===== src/common/gb_io_pkg.sv =====
/*
 * io block constants
 * interrupt bits, timer rates, DMA length and DMA states
 */
package gb_io_pkg;

   // bit positions in IF and IE
   localparam int int_vblank = 0;
   localparam int int_lcdc = 1;
   localparam int int_timer = 2;

   typedef logic [4:0] int_t;

   // serial and joypad bits never hold a value
   localparam int_t int_live_mask = int_t'((1 << int_vblank) | (1 << int_lcdc) |
                                           (1 << int_timer));

   // clocks per TIMA step, indexed by TAC[1:0]
   localparam logic [15:0] tima_period_0 = 16'd1024;
   localparam logic [15:0] tima_period_1 = 16'd16;
   localparam logic [15:0] tima_period_2 = 16'd64;
   localparam logic [15:0] tima_period_3 = 16'd256;

   localparam logic [15:0] div_period = 16'd256;

   localparam logic [7:0] dma_length = 8'd160;

   typedef enum logic [1:0] {
      dma_idle,
      dma_read,
      dma_write
   } dma_state_e;

endpackage


===== src/common/gb_map_pkg.sv =====
/*
 * memory map of the system bus
 * bus address and byte types, region enum,
 * region bounds, mmio register addresses, RAM depths
 */
package gb_map_pkg;

   typedef logic [15:0] addr_t;
   typedef logic [7:0] data_t;

   // region_none marks a cycle without a read
   typedef enum logic [2:0] {
      region_none,
      region_wram,
      region_oam,
      region_timer,
      region_int_flag,
      region_int_enable,
      region_dma_reg,
      region_io_none
   } region_e;

   // work RAM
   localparam addr_t wram_start = 16'hC000;
   localparam addr_t wram_end = 16'hDFFF;

   // sprite attribute memory
   localparam addr_t oam_start = 16'hFE00;
   localparam addr_t oam_end = 16'hFE9F;

   // timer block, contiguous
   localparam addr_t mmio_div = 16'hFF04;
   localparam addr_t mmio_tima = 16'hFF05;
   localparam addr_t mmio_tma = 16'hFF06;
   localparam addr_t mmio_tac = 16'hFF07;

   localparam addr_t mmio_if = 16'hFF0F;
   localparam addr_t mmio_dma = 16'hFF46;
   localparam addr_t mmio_ie = 16'hFFFF;

   localparam int wram_depth = 8192;
   localparam int oam_depth = 160;

endpackage


===== src/timers/gb_timers.sv =====
/*
 * timer block
 * free-running divider (DIV), TIMA with TMA reload, TAC control,
 * overflow interrupt pulse and registered read port
 */
`timescale 1ns/10ps

module gb_timers (
   input  logic               clock,
   input  logic               reset,
   input  logic               io_we,
   input  logic               bus_re,
   input  gb_map_pkg::addr_t  bus_addr,
   input  gb_map_pkg::data_t  bus_wdata,
   output gb_map_pkg::data_t  timer_rdata,
   output logic               timer_int
);

   logic [15:0]       div_cnt;
   logic [15:0]       div_step;
   logic [15:0]       tima_period;
   logic              tima_tick;
   gb_map_pkg::data_t tima;
   gb_map_pkg::data_t tma;
   logic [2:0]        tac;

   assign div_step = div_cnt / gb_io_pkg::div_period;

   always_comb begin
      case (tac[1:0])
         2'd0:    tima_period = gb_io_pkg::tima_period_0;
         2'd1:    tima_period = gb_io_pkg::tima_period_1;
         2'd2:    tima_period = gb_io_pkg::tima_period_2;
         default: tima_period = gb_io_pkg::tima_period_3;
      endcase
   end

   // periods are powers of two, so step on the divider's low bits
   assign tima_tick = tac[2] && ((div_cnt & (tima_period - 16'd1)) == (tima_period - 16'd1));

   always_ff @(posedge clock or posedge reset) begin
      if (reset) begin
         div_cnt   <= 16'd0;
         tima      <= 8'h00;
         tma       <= 8'h00;
         tac       <= 3'd0;
         timer_int <= 1'b0;
      end else begin
         timer_int <= 1'b0;

         // any write to DIV clears the whole divider
         if (io_we && bus_addr == gb_map_pkg::mmio_div) begin
            div_cnt <= 16'd0;
         end else begin
            div_cnt <= div_cnt + 16'd1;
         end

         if (io_we && bus_addr == gb_map_pkg::mmio_tma) begin
            tma <= bus_wdata;
         end
         if (io_we && bus_addr == gb_map_pkg::mmio_tac) begin
            tac <= bus_wdata[2:0];
         end

         // processor write beats a step in the same cycle
         if (io_we && bus_addr == gb_map_pkg::mmio_tima) begin
            tima <= bus_wdata;
         end else if (tima_tick) begin
            if (tima == 8'hFF) begin
               tima      <= tma;
               timer_int <= 1'b1;
            end else begin
               tima <= tima + 8'd1;
            end
         end
      end
   end

   always_ff @(posedge clock) begin
      if (bus_re) begin
         case (bus_addr)
            gb_map_pkg::mmio_div:  timer_rdata <= div_step[7:0];
            gb_map_pkg::mmio_tima: timer_rdata <= tima;
            gb_map_pkg::mmio_tma:  timer_rdata <= tma;
            gb_map_pkg::mmio_tac:  timer_rdata <= {5'b00000, tac};
            default:               timer_rdata <= 8'h00;
         endcase
      end
   end

endmodule


===== config.mk =====
export PLATFORM = sky130hd
export DESIGN_NAME = gb_timers
export DESIGN_NICKNAME = d
export VERILOG_FILES = /design/src/common/gb_io_pkg.sv /design/src/common/gb_map_pkg.sv /design/src/timers/gb_timers.sv
export SDC_FILE = /design/constraint.sdc
export NUM_CORES = 1
export LEC_CHECK = 0
export ABC_AREA = 1
export BUFFER_PORTS_ARGS = -buffer_cell sky130_fd_sc_hd__buf_2
export CORE_MARGIN = 4
export CORE_UTILIZATION = 50
export DETAILED_ROUTE_END_ITERATION = 16
export PLACE_DENSITY = 0.71
export SYNTH_ARGS = -nofsm -noshare
export SYNTH_HDL_FRONTEND = slang
export SYNTH_SLANG_ARGS = --single-unit

===== constraint.sdc =====
create_clock -name clock -period 2.3 [get_ports clock]
set_clock_uncertainty 0.15 [all_clocks]
set_input_delay 0.23 -clock clock [delete_from_list [all_inputs] [get_ports clock]]
set_output_delay 0.23 -clock clock [all_outputs]
set_load 0.005 [all_outputs]

==> impl_metrics.env, run 1 <==
export IMPL_maxCapViolCount=0
export IMPL_hold_slack_ps=27.0
export IMPL_syn_area_per_cell_um2=7.67
export IMPL_crit_slowest_cell="dfrtp_1"
export IMPL_power_leakage_uw=0.00157
export IMPL_ys_ff_latch=44
export IMPL_dp_cells=463
export IMPL_status="finished clean"
export IMPL_globalRouteOverflowTotal=0
export IMPL_cts_setup_buffers=0
export IMPL_num_rows=26
export IMPL_required_ps=2390
export IMPL_finalNonFillerCells=471
export IMPL_worst_pin_slew_ps=525
export IMPL_crit_type="flip-flop to flip-flop"
export IMPL_grtUsageTotal_pct=21.3
export IMPL_hold_violations=0
export IMPL_cp_end_kind="flip-flop"
export IMPL_ys_types=27
export IMPL_drt_wl_total_mm=6.52
export IMPL_route_detailed_drc=0
export IMPL_syn_area_mm2=0.00278
export IMPL_fill_cells=501
export IMPL_pre_cts_ws_ps=383
export IMPL_drive_gt1_share_pct=18.0
export IMPL_avgViaCountPerCell=5.34
export IMPL_clk_pin_slew_ps=80
export IMPL_fin_crit_ps=1980
export IMPL_cts_made_buffers=5
export IMPL_power_density_mw_per_mm2=510
export IMPL_core_area_mm2=0.00524
export IMPL_ctsResizeCount=0
export IMPL_syn_to_final_growth_pct=12.1
export IMPL_min_path_cells=3
export IMPL_rsz0062_at_grt="no"
export IMPL_nets=435
export IMPL_hpwl_mm=4.88
export IMPL_yosysTopAreaCell="dfrtp_1"
export IMPL_arrival_ps=2080
export IMPL_r2r_worst_path_cells=9
export IMPL_worstPathCellList="inv_1 -> ha_1 -> inv_1 -> o21ai_1 -> nor2_1 -> nand2_1 -> nor2_2 -> nand3_1 -> nand3_1"
export IMPL_dr_pass1_iters=5
export IMPL_post_route_util_pct=59.4
export IMPL_die_width_um=82.5
export IMPL_insertion_delay_ps=300
export IMPL_ir_drop_uv=256
export IMPL_io_buffers=36
export IMPL_clockBufferDepth=2
export IMPL_h_tree_depth=2
export IMPL_cts_tree="done"
export IMPL_max_slew_margin_pct=64.8
export IMPL_setup_tns_ps=0
export IMPL_max_stage_delay_ps=460
export IMPL_gp_congestion=0.899
export IMPL_final_setup_viol_count=0
export IMPL_cp_start_kind="flip-flop"
export IMPL_fmax_mhz=504
export IMPL_grt_first_pass_wirelength_mm=10.9
export IMPL_ant_nets=0
export IMPL_yosysWarningCount=0
export IMPL_die_h_um=82.5
export IMPL_worst_slack_ps=316
export IMPL_vias=2516
export IMPL_path_max_fanout=9
export IMPL_yosys_area_top_type_share_pct=32.4
export IMPL_die_area_mm2=0.00681
export IMPL_clock_sinks=44
export IMPL_detail_route_iter0_violations=223
export IMPL_hold_class="primary input to flip-flop"
export IMPL_syn_num_nets=396
export IMPL_ios=37
export IMPL_grt_max_degree=37
export IMPL_antenna_cells=0
export IMPL_cts_root_buffer="clkbuf_8"
export IMPL_wire_per_inst_um=13.8
export IMPL_final_period_utilization_pct=86.2
export IMPL_grt_pass1_vias=2319
export IMPL_netlist_instances=362
export IMPL_initial_core_util_pct=53.0
export IMPL_slew_violations=0
export IMPL_yosysSeqAreaShare_pct=41.1
export IMPL_antenna_found_initial=0
export IMPL_synth_area_top_cells="dfrtp_1 (32%), nand3_1 (16%), nand2_1 (11%)"
repair_timing:
action	CTS	global route
setup endpoints to repair	0	0
hold buffers	1	0
hold endpoints to repair	36	0
state kept, by name (all words and copies together), names as in the netlist:
| register | count |
|---|---|
| timer_rdata | 8 |
| timer_int | 1 |
| tma | 8 |
| div_cnt | 16 |
| tima | 8 |
| tac | 3 |
through the flow:
step | instance area (um2) | total power (uW)
after detailed placement | 3000 | 1020
final | 3110 | 1590
after CTS | 3110 | 1600
after floorplan | 2780 | 960
after global routing | 3110 | 1660
after global placement | 3000 | 1020
cell usage after synthesis:
library cell	number
nor3_2	1
nor3_4	2
nand2_2	5
nand3_2	1
nor2_4	6
inv_2	4
o21ai_0	4
buf_2	3
nor2_1	21
or2_2	1
nand3_4	2
dfrtp_1	36
nand3_1	86
a21boi_0	1
xor2_1	5
a21oi_1	2
ha_1	6
nand2_1	85
inv_1	46
nor3_1	5
o21ai_1	6
nor2_2	3
xnor2_1	4
o21ai_2	3
edfxtp_1	8
nand4_1	12
buf_6	4
power breakdown:
part	switching, uW	internal, uW
combinational	100	58.8
clock	262	319
sequential	25.4	821
total	388	1200
layer usage:
| layer | track usage (%) | wire length (um) |
|---|---|---|
| met1 | 29.5 | 3090 |
| met4 | 6.37 | 76 |
| met3 | 3.90 | 383 |
| met2 | 33.9 | 2970 |
| met5 | 0 | 0 |
worst max-delay path: cells and delay by family, from the launching register on:
family / cells / cell delay [ps]
AND/OR/NAND/NOR: 5 / 830
flip-flops: 1 / 460
adder cells (fa/ha/maj): 1 / 230
buffers and inverters: 2 / 200
AO/OA/AOI/OAI: 1 / 60
layout make-up:
class | count | area, um2 | area share, %
well taps | 70 | 87.6 | 2.81
multi-input cells | 261 | 1390 | 44.6
repair buffers | 39 | 205 | 6.59
clock inverters | 1 | 30.0 | 0.965
inverters | 50 | 188 | 6.03
clock buffers | 6 | 72.6 | 2.33
flip-flops and latches | 44 | 1140 | 36.7
kinds of logic after synthesis:
| group | count (synthesis) | share of synthesized area [%] |
|---|---|---|
| buffers and inverters | 57 | 8.92 |
| flip-flops | 44 | 41.1 |
| AND/OR/NAND/NOR | 230 | 41.1 |
| AO/OA/AOI/OAI | 16 | 3.38 |
| XOR/XNOR | 9 | 2.84 |
| adder cells (fa/ha/maj) | 6 | 2.70 |
worst paths after layout:
path	end	slack, ps	start
max	tima[1]	320	tac[0]
min	tima[6]	30	bus_wdata[6]
max reg2reg	tima[1]	320	tac[0]
min reg2reg	tma[5]	380	tma[5]
max in group asynchronous	div_cnt[8]	1220	reset
min in group asynchronous	tima[4]	440	reset
placed cells by master (no fill, tap or decap):
master	instances
bufinv_16	1
nand3_1	86
edfxtp_1	8
nand3_2	1
dlygate4sd3_1	1
or2_2	1
xnor2_1	4
buf_2	36
nor3_1	5
ha_1	6
clkbuf_1	1
nor2_1	21
a21boi_0	1
clkbuf_8	5
o21ai_2	3
xor2_1	5
nor2_4	6
nand2_2	5
inv_2	4
nand3_4	2
nand4_1	12
nand2_1	85
nor2_2	3
dfrtp_1	36
nor3_2	1
inv_1	46
nor3_4	2
o21ai_0	4
a21oi_1	2
o21ai_1	6
buf_4	2
No activity file was read; power rests on OpenSTA's default activity.
==> inputs of run 2 (changes only) <==
--- a/config.mk
+++ b/config.mk
@@ -5,7 +5,6 @@
 export SDC_FILE = /design/constraint.sdc
 export NUM_CORES = 1
 export LEC_CHECK = 0
-export ABC_AREA = 1
 export BUFFER_PORTS_ARGS = -buffer_cell sky130_fd_sc_hd__buf_2
 export CORE_MARGIN = 4
 export CORE_UTILIZATION = 50
==> run 2 against run 1 <==
Compared with the run above:
- area after synthesis is 11% lower
- hold slack worse by 13 ps
- count of clock-buffer cells in the layout is 2 higher
- first-iteration DRC count is 21% lower
- wire length is 22% lower
- die area is 10% lower
- critical path depth is 3 lower
==> impl_metrics.env, run 2 <==
export IMPL_status="finished clean"
export IMPL_nets=313
export IMPL_globalRouteOverflowTotal=0
export IMPL_cp_start_kind="flip-flop"
export IMPL_maxCapViolCount=0
export IMPL_max_slew_margin_pct=69.1
export IMPL_worst_pin_slew_ps=460
export IMPL_die_area_mm2=0.00611
export IMPL_antenna_cells=0
export IMPL_detail_route_iter0_violations=176
export IMPL_synth_top_family_by_area="simple AND/OR/NAND/NOR gates"
export IMPL_hold_slack_ps=13.6
export IMPL_final_setup_viol_count=0
export IMPL_antenna_found_initial=0
export IMPL_synth_xor_area_share_pct=5.69
export IMPL_wire_per_inst_um=14.7
export IMPL_crit_type="flip-flop to flip-flop"
export IMPL_setup_tns_ps=0
export IMPL_gp_congestion=0.885
export IMPL_cts_setup_buffers=0
export IMPL_ios=37
export IMPL_ys_ff_latch=44
export IMPL_yosysTopAreaCell="dfrtp_1"
export IMPL_io_buffers=36
export IMPL_h_tree_depth=2
export IMPL_dr_pass1_iters=4
export IMPL_syn_to_final_growth_pct=16.3
export IMPL_clock_sinks=44
export IMPL_synthSimpleGateAreaFrac_pct=21.2
export IMPL_yosys_area_share_adder_pct=3.05
export IMPL_drt_wl_total_mm=5.09
export IMPL_synth_area_top_cells="dfrtp_1 (37%), edfxtp_1 (9.8%), mux2_2 (4.6%)"
export IMPL_fill_cells=432
export IMPL_yosysWarningCount=0
export IMPL_largest_register="div_cnt"
export IMPL_insertion_delay_ps=300
export IMPL_final_period_utilization_pct=94.5
export IMPL_required_ps=2340
export IMPL_synth_most_common_cell="dfrtp_1"
export IMPL_fin_crit_ps=2170
export IMPL_clk_pin_slew_ps=80
export IMPL_cts_root_buffer="clkbuf_8"
export IMPL_vias=1850
export IMPL_power_density_mw_per_mm2=506
export IMPL_hold_class="primary input to flip-flop"
export IMPL_slew_violations=0
export IMPL_ys_types=51
export IMPL_ir_drop_uv=358
export IMPL_synth_edf_count=8
export IMPL_multi_input_area_mm2=0.00123
export IMPL_grt_max_degree=37
export IMPL_ys_flop_type="dfrtp_1"
export IMPL_yosysSeqAreaShare_pct=46.3
export IMPL_initial_core_util_pct=51.8
export IMPL_drive_gt1_share_pct=27.1
export IMPL_cts_tree="done"
export IMPL_avgViaCountPerCell=5.33
export IMPL_route_detailed_drc=0
export IMPL_regArea_mm2=0.00114
export IMPL_ant_nets=0
export IMPL_arrival_ps=2210
export IMPL_yosys_area_top_type_share_pct=36.6
export IMPL_cts_made_buffers=5
export IMPL_die_width_um=78.2
export IMPL_synth_common_cells="dfrtp_1 (36), nor2_1 (29), nand2_1 (22)"
export IMPL_synth_compound_area_share_pct=7.77
export IMPL_core_area_mm2=0.00475
export IMPL_grt_first_pass_wirelength_mm=8.97
export IMPL_grtUsageTotal_pct=19.0
export IMPL_die_h_um=78.2
export IMPL_synth_mux_area_share_pct=12.0
export IMPL_layout_common_cells="dfrtp_1 (36), buf_2 (36), nor2_1 (28)"
export IMPL_cp_end_kind="flip-flop"
export IMPL_syn_area_per_cell_um2=10.6
export IMPL_syn_num_nets=267
export IMPL_largest_register_ff_count=16
export IMPL_rsz0062_at_grt="no"
export IMPL_grt_pass1_vias=1842
export IMPL_fmax_mhz=460
export IMPL_hpwl_mm=3.86
export IMPL_hold_violations=0
export IMPL_clockBufferDepth=2
export IMPL_num_rows=25
export IMPL_syn_area_mm2=0.00246
export IMPL_synthArstFlopShare_pct=81.8
export IMPL_power_leakage_uw=0.00129
export IMPL_netlist_instances=233
export IMPL_path_max_fanout=4
==> run 2: worst paths after layout <==
kind / start / endpoint / slack (ps) / cells past startpoint
max: tac[0] / tima[6] / 130 / 6
min: bus_wdata[4] / tima[4] / 10 / 3
max reg2reg: tac[0] / tima[6] / 130 / 6
min reg2reg: div_cnt[0] / div_cnt[0] / 330 / 1
max in group asynchronous: reset / tac[2] / 1240 / 4
min in group asynchronous: reset / div_cnt[3] / 420 / 4
==> run 2: area by class of cell <==
| type | count | share of cell area (%) |
|---|---|---|
| clock buffers | 8 | 3.15 |
| inverters | 9 | 1.18 |
| well taps | 67 | 2.93 |
| multi-input cells | 171 | 42.8 |
| flip-flops and latches | 44 | 39.9 |
| repair buffers | 48 | 10.1 |
==> run 2: cells by family after synthesis <==
group	count (synthesis)
mux	24
flops	44
compound gates	30
buf+inv	18
xor+xnor	16
simple gates	95
fa+ha+maj	6
==> run 2: per-stage QoR <==
stage	cell area (um2)	total power [uW]	setup slack [ps]	utilization, %	std cells
after CTS	2860	1470	36.4	60.2	347
after global placement	2750	962	74.4	57.9	337
after detailed placement	2750	965	41.4	57.9	337
after global routing	2860	1530	12.0	60.2	347
after floorplan	2460	915	24.8	-	233
final	2860	1450	126	60.2	347
==> run 2: metal layers <==
metal	vias up	share of wire (%)	track usage [%]
met4	0	2.3	8.74
met3	8	3.6	4.24
met2	33	47	28.3
li1	919	-	-
met5	-	0	0
met1	890	48	26.6
==> run 2: power breakdown <==
part	switching (uW)	total [uW]	internal, uW
Sequential	22.7	838	815
Combinational	62.2	113	50.9
Clock	253	498	245
Total	338	1450	1110
==> run 2: worst max-delay path, stage by stage (launching register included) <==
cell and delay (ps):
dfrtp_1 420, ha_1 200, nor2b_1 120, a2111o_1 430, nor2_2 160, mux2_2 340
mux2_2 250
==> run 2: what timing repair did <==
action / 4_1_cts / 5_1_grt
hold buffers: 2 / 0
endpoints found under the hold margin: 37 / 0
resized for setup: 0 / 1
setup endpoints to repair: 0 / 4
==> inputs of run 3 (changes only) <==
--- a/config.mk
+++ b/config.mk
@@ -6,10 +6,12 @@
 export NUM_CORES = 1
 export LEC_CHECK = 0
 export BUFFER_PORTS_ARGS = -buffer_cell sky130_fd_sc_hd__buf_2
+export CELL_PAD_IN_SITES_DETAIL_PLACEMENT = 1
+export CELL_PAD_IN_SITES_GLOBAL_PLACEMENT = 1
 export CORE_MARGIN = 4
-export CORE_UTILIZATION = 50
+export CORE_UTILIZATION = 44
 export DETAILED_ROUTE_END_ITERATION = 16
-export PLACE_DENSITY = 0.71
+export PLACE_DENSITY_LB_ADDON = 0.1
 export SYNTH_ARGS = -nofsm -noshare
 export SYNTH_HDL_FRONTEND = slang
 export SYNTH_SLANG_ARGS = --single-unit
==> run 3 against run 2 <==
Compared with the run above:
- flip-flop and latch count stayed put
- non-clock buffer count is 4 higher
- cell count rose by 2.0%
- setup slack lost 48 ps
- design area is 2.0% higher
- critical path type unchanged
- largest cell class unchanged
- first-iteration DRC count shrank 37%
- clock power decreased by 2%
- sequential share of layout area is 0.77 points lower
==> impl_metrics.env, run 3 (synthesis results as in run 2) <==
export IMPL_status="finished clean"
export IMPL_die_width_um=82.8
export IMPL_clk_pin_slew_ps=80
export IMPL_p_sw_uw=363
export IMPL_cp_start_kind="flip-flop"
export IMPL_drive_gt1_share_pct=30.6
export IMPL_worst_slack_ps=77.9
export IMPL_cp_end_kind="flip-flop"
export IMPL_layout_common_cells="dfrtp_1 (36), buf_2 (36), nor2_1 (28)"
export IMPL_drt_wl_total_mm=6.11
export IMPL_cts_made_buffers=5
export IMPL_r2r_end="tima[6]"
export IMPL_worst_pin_slew_ps=550
export IMPL_detail_route_iter0_violations=111
export IMPL_initial_core_util_pct=46.7
export IMPL_endpoint="tima[6]"
export IMPL_grt_first_pass_wirelength_mm=10.3
export IMPL_antenna_cells=0
export IMPL_setup_tns_ps=0
export IMPL_die_area_mm2=0.00686
export IMPL_r2r_start="tac[1]"
export IMPL_combPwrFrac_pct=8.0
export IMPL_crit_path_start="tac[1]"
export IMPL_clockBufferDepth=2
export IMPL_rsz0062_at_grt="no"
export IMPL_final_setup_viol_count=0
export IMPL_path_max_fanout=5
export IMPL_post_route_util_pct=55.4
export IMPL_r2r_worst_path_cells=7
export IMPL_sw_frac_of_total_pct=25.2
export IMPL_pre_cts_ws_ps=-21.7
export IMPL_wire_per_inst_um=17.3
export IMPL_p_clk_share_pct=33.8
export IMPL_largest_register_ff_count=16
export IMPL_finalNonFillerCells=354
export IMPL_power_density_mw_per_mm2=494
export IMPL_largest_register="div_cnt"
export IMPL_nets=317
export IMPL_hold_slack_ps=7.34
export IMPL_avgViaCountPerCell=5.49
export IMPL_h_tree_depth=2
export IMPL_ir_drop_uv=307
export IMPL_dr_pass1_iters=4
export IMPL_die_h_um=82.8
export IMPL_grt_max_degree=37
export IMPL_final_period_utilization_pct=96.6
export IMPL_grt_pass1_vias=1981
export IMPL_num_rows=26
export IMPL_dp_cells=343
export IMPL_hpwl_mm=4.66
export IMPL_arrival_ps=2260
export IMPL_max_slew_margin_pct=63.0
export IMPL_required_ps=2340
export IMPL_core_area_mm2=0.00527
export IMPL_globalRouteOverflowTotal=0
export IMPL_gp_congestion=0.811
export IMPL_p_int_uw=1080
export IMPL_clock_sinks=44
export IMPL_maxCapViolCount=0
export IMPL_route_detailed_drc=0
export IMPL_reg2reg_slack_ps=80
export IMPL_slew_violations=0
export IMPL_fmax_mhz=450
export IMPL_hold_class="primary input to flip-flop"
export IMPL_cts_root_buffer="clkbuf_8"
export IMPL_syn_to_final_growth_pct=18.5
export IMPL_fin_crit_ps=2220
export IMPL_cts_tree="done"
export IMPL_ios=37
export IMPL_seqPwrFrac_pct=58.1
export IMPL_antenna_found_initial=0
export IMPL_hold_violations=0
export IMPL_io_buffers=36
export IMPL_power_leakage_uw=0.00131
export IMPL_ant_nets=0
export IMPL_vias=1945
export IMPL_grtUsageTotal_pct=18.6
export IMPL_insertion_delay_ps=310
export IMPL_crit_type="flip-flop to flip-flop"
[run 3: power groups by stage]
stage	clock network (uW)	logic (uW)	registers, uW
3_5_place_dp	0	116	854
3_3_place_gp	0	113	853
4_1_cts	505	118	838
5_1_grt	557	132	843
2_1_floorplan	0	65.5	850
6_report	487	116	838
[run 3: worst min path at each step]
stage / end / cells after the start / startpoint
floorplan: timer_rdata[0] / 0 / bus_re
global placement: div_cnt[6] / 3 / reset
detailed placement: tac[1] / 3 / reset
CTS: tima[3] / 2 / bus_wdata[3]
global route: tac[1] / 3 / bus_wdata[1]
finish: tima[3] / 2 / bus_wdata[3]
[run 3: layout make-up]
type | count | area, um2
fillers | 617 | 2350
flip-flops and latches | 44 | 1140
multi-input cells | 171 | 1250
inverters | 9 | 33.8
well taps | 70 | 87.6
repair buffers | 52 | 315
clock inverters | 3 | 18.8
clock buffers | 5 | 68.8
[run 3: worst max-delay path, cell delays in order, from the launching register on]
cell	delay, ps
dfrtp_1	400
inv_2	130
ha_1	190
a21oi_1	40
a2111o_1	460
nor2_2	150
mux2_2	340
mux2_2	250
[run 3: layer usage]
| layer | track usage (%) | wire [um] |
|---|---|---|
| met5 | 0 | 0 |
| met4 | 4.61 | 63 |
| met3 | 4.36 | 283 |
| met2 | 29.0 | 2900 |
| met1 | 26.2 | 2870 |
[run 3: timing repair]
| action | in CTS | in global routing |
|---|---|---|
| setup endpoints to repair | 4 | 3 |
| resized for setup | 1 | 5 |
| buffers inserted | 0 | 2 |
| hold buffers | 1 | 0 |
| pin swaps | 1 | 2 |
| endpoints found under the hold margin | 36 | 0 |
[run 3: metrics by stage]
step / cell area, um2 / power [uW]
finish: 2920 / 1440
global route: 2920 / 1530
CTS: 2880 / 1460
detailed placement: 2780 / 971
global placement: 2780 / 966
floorplan: 2460 / 915
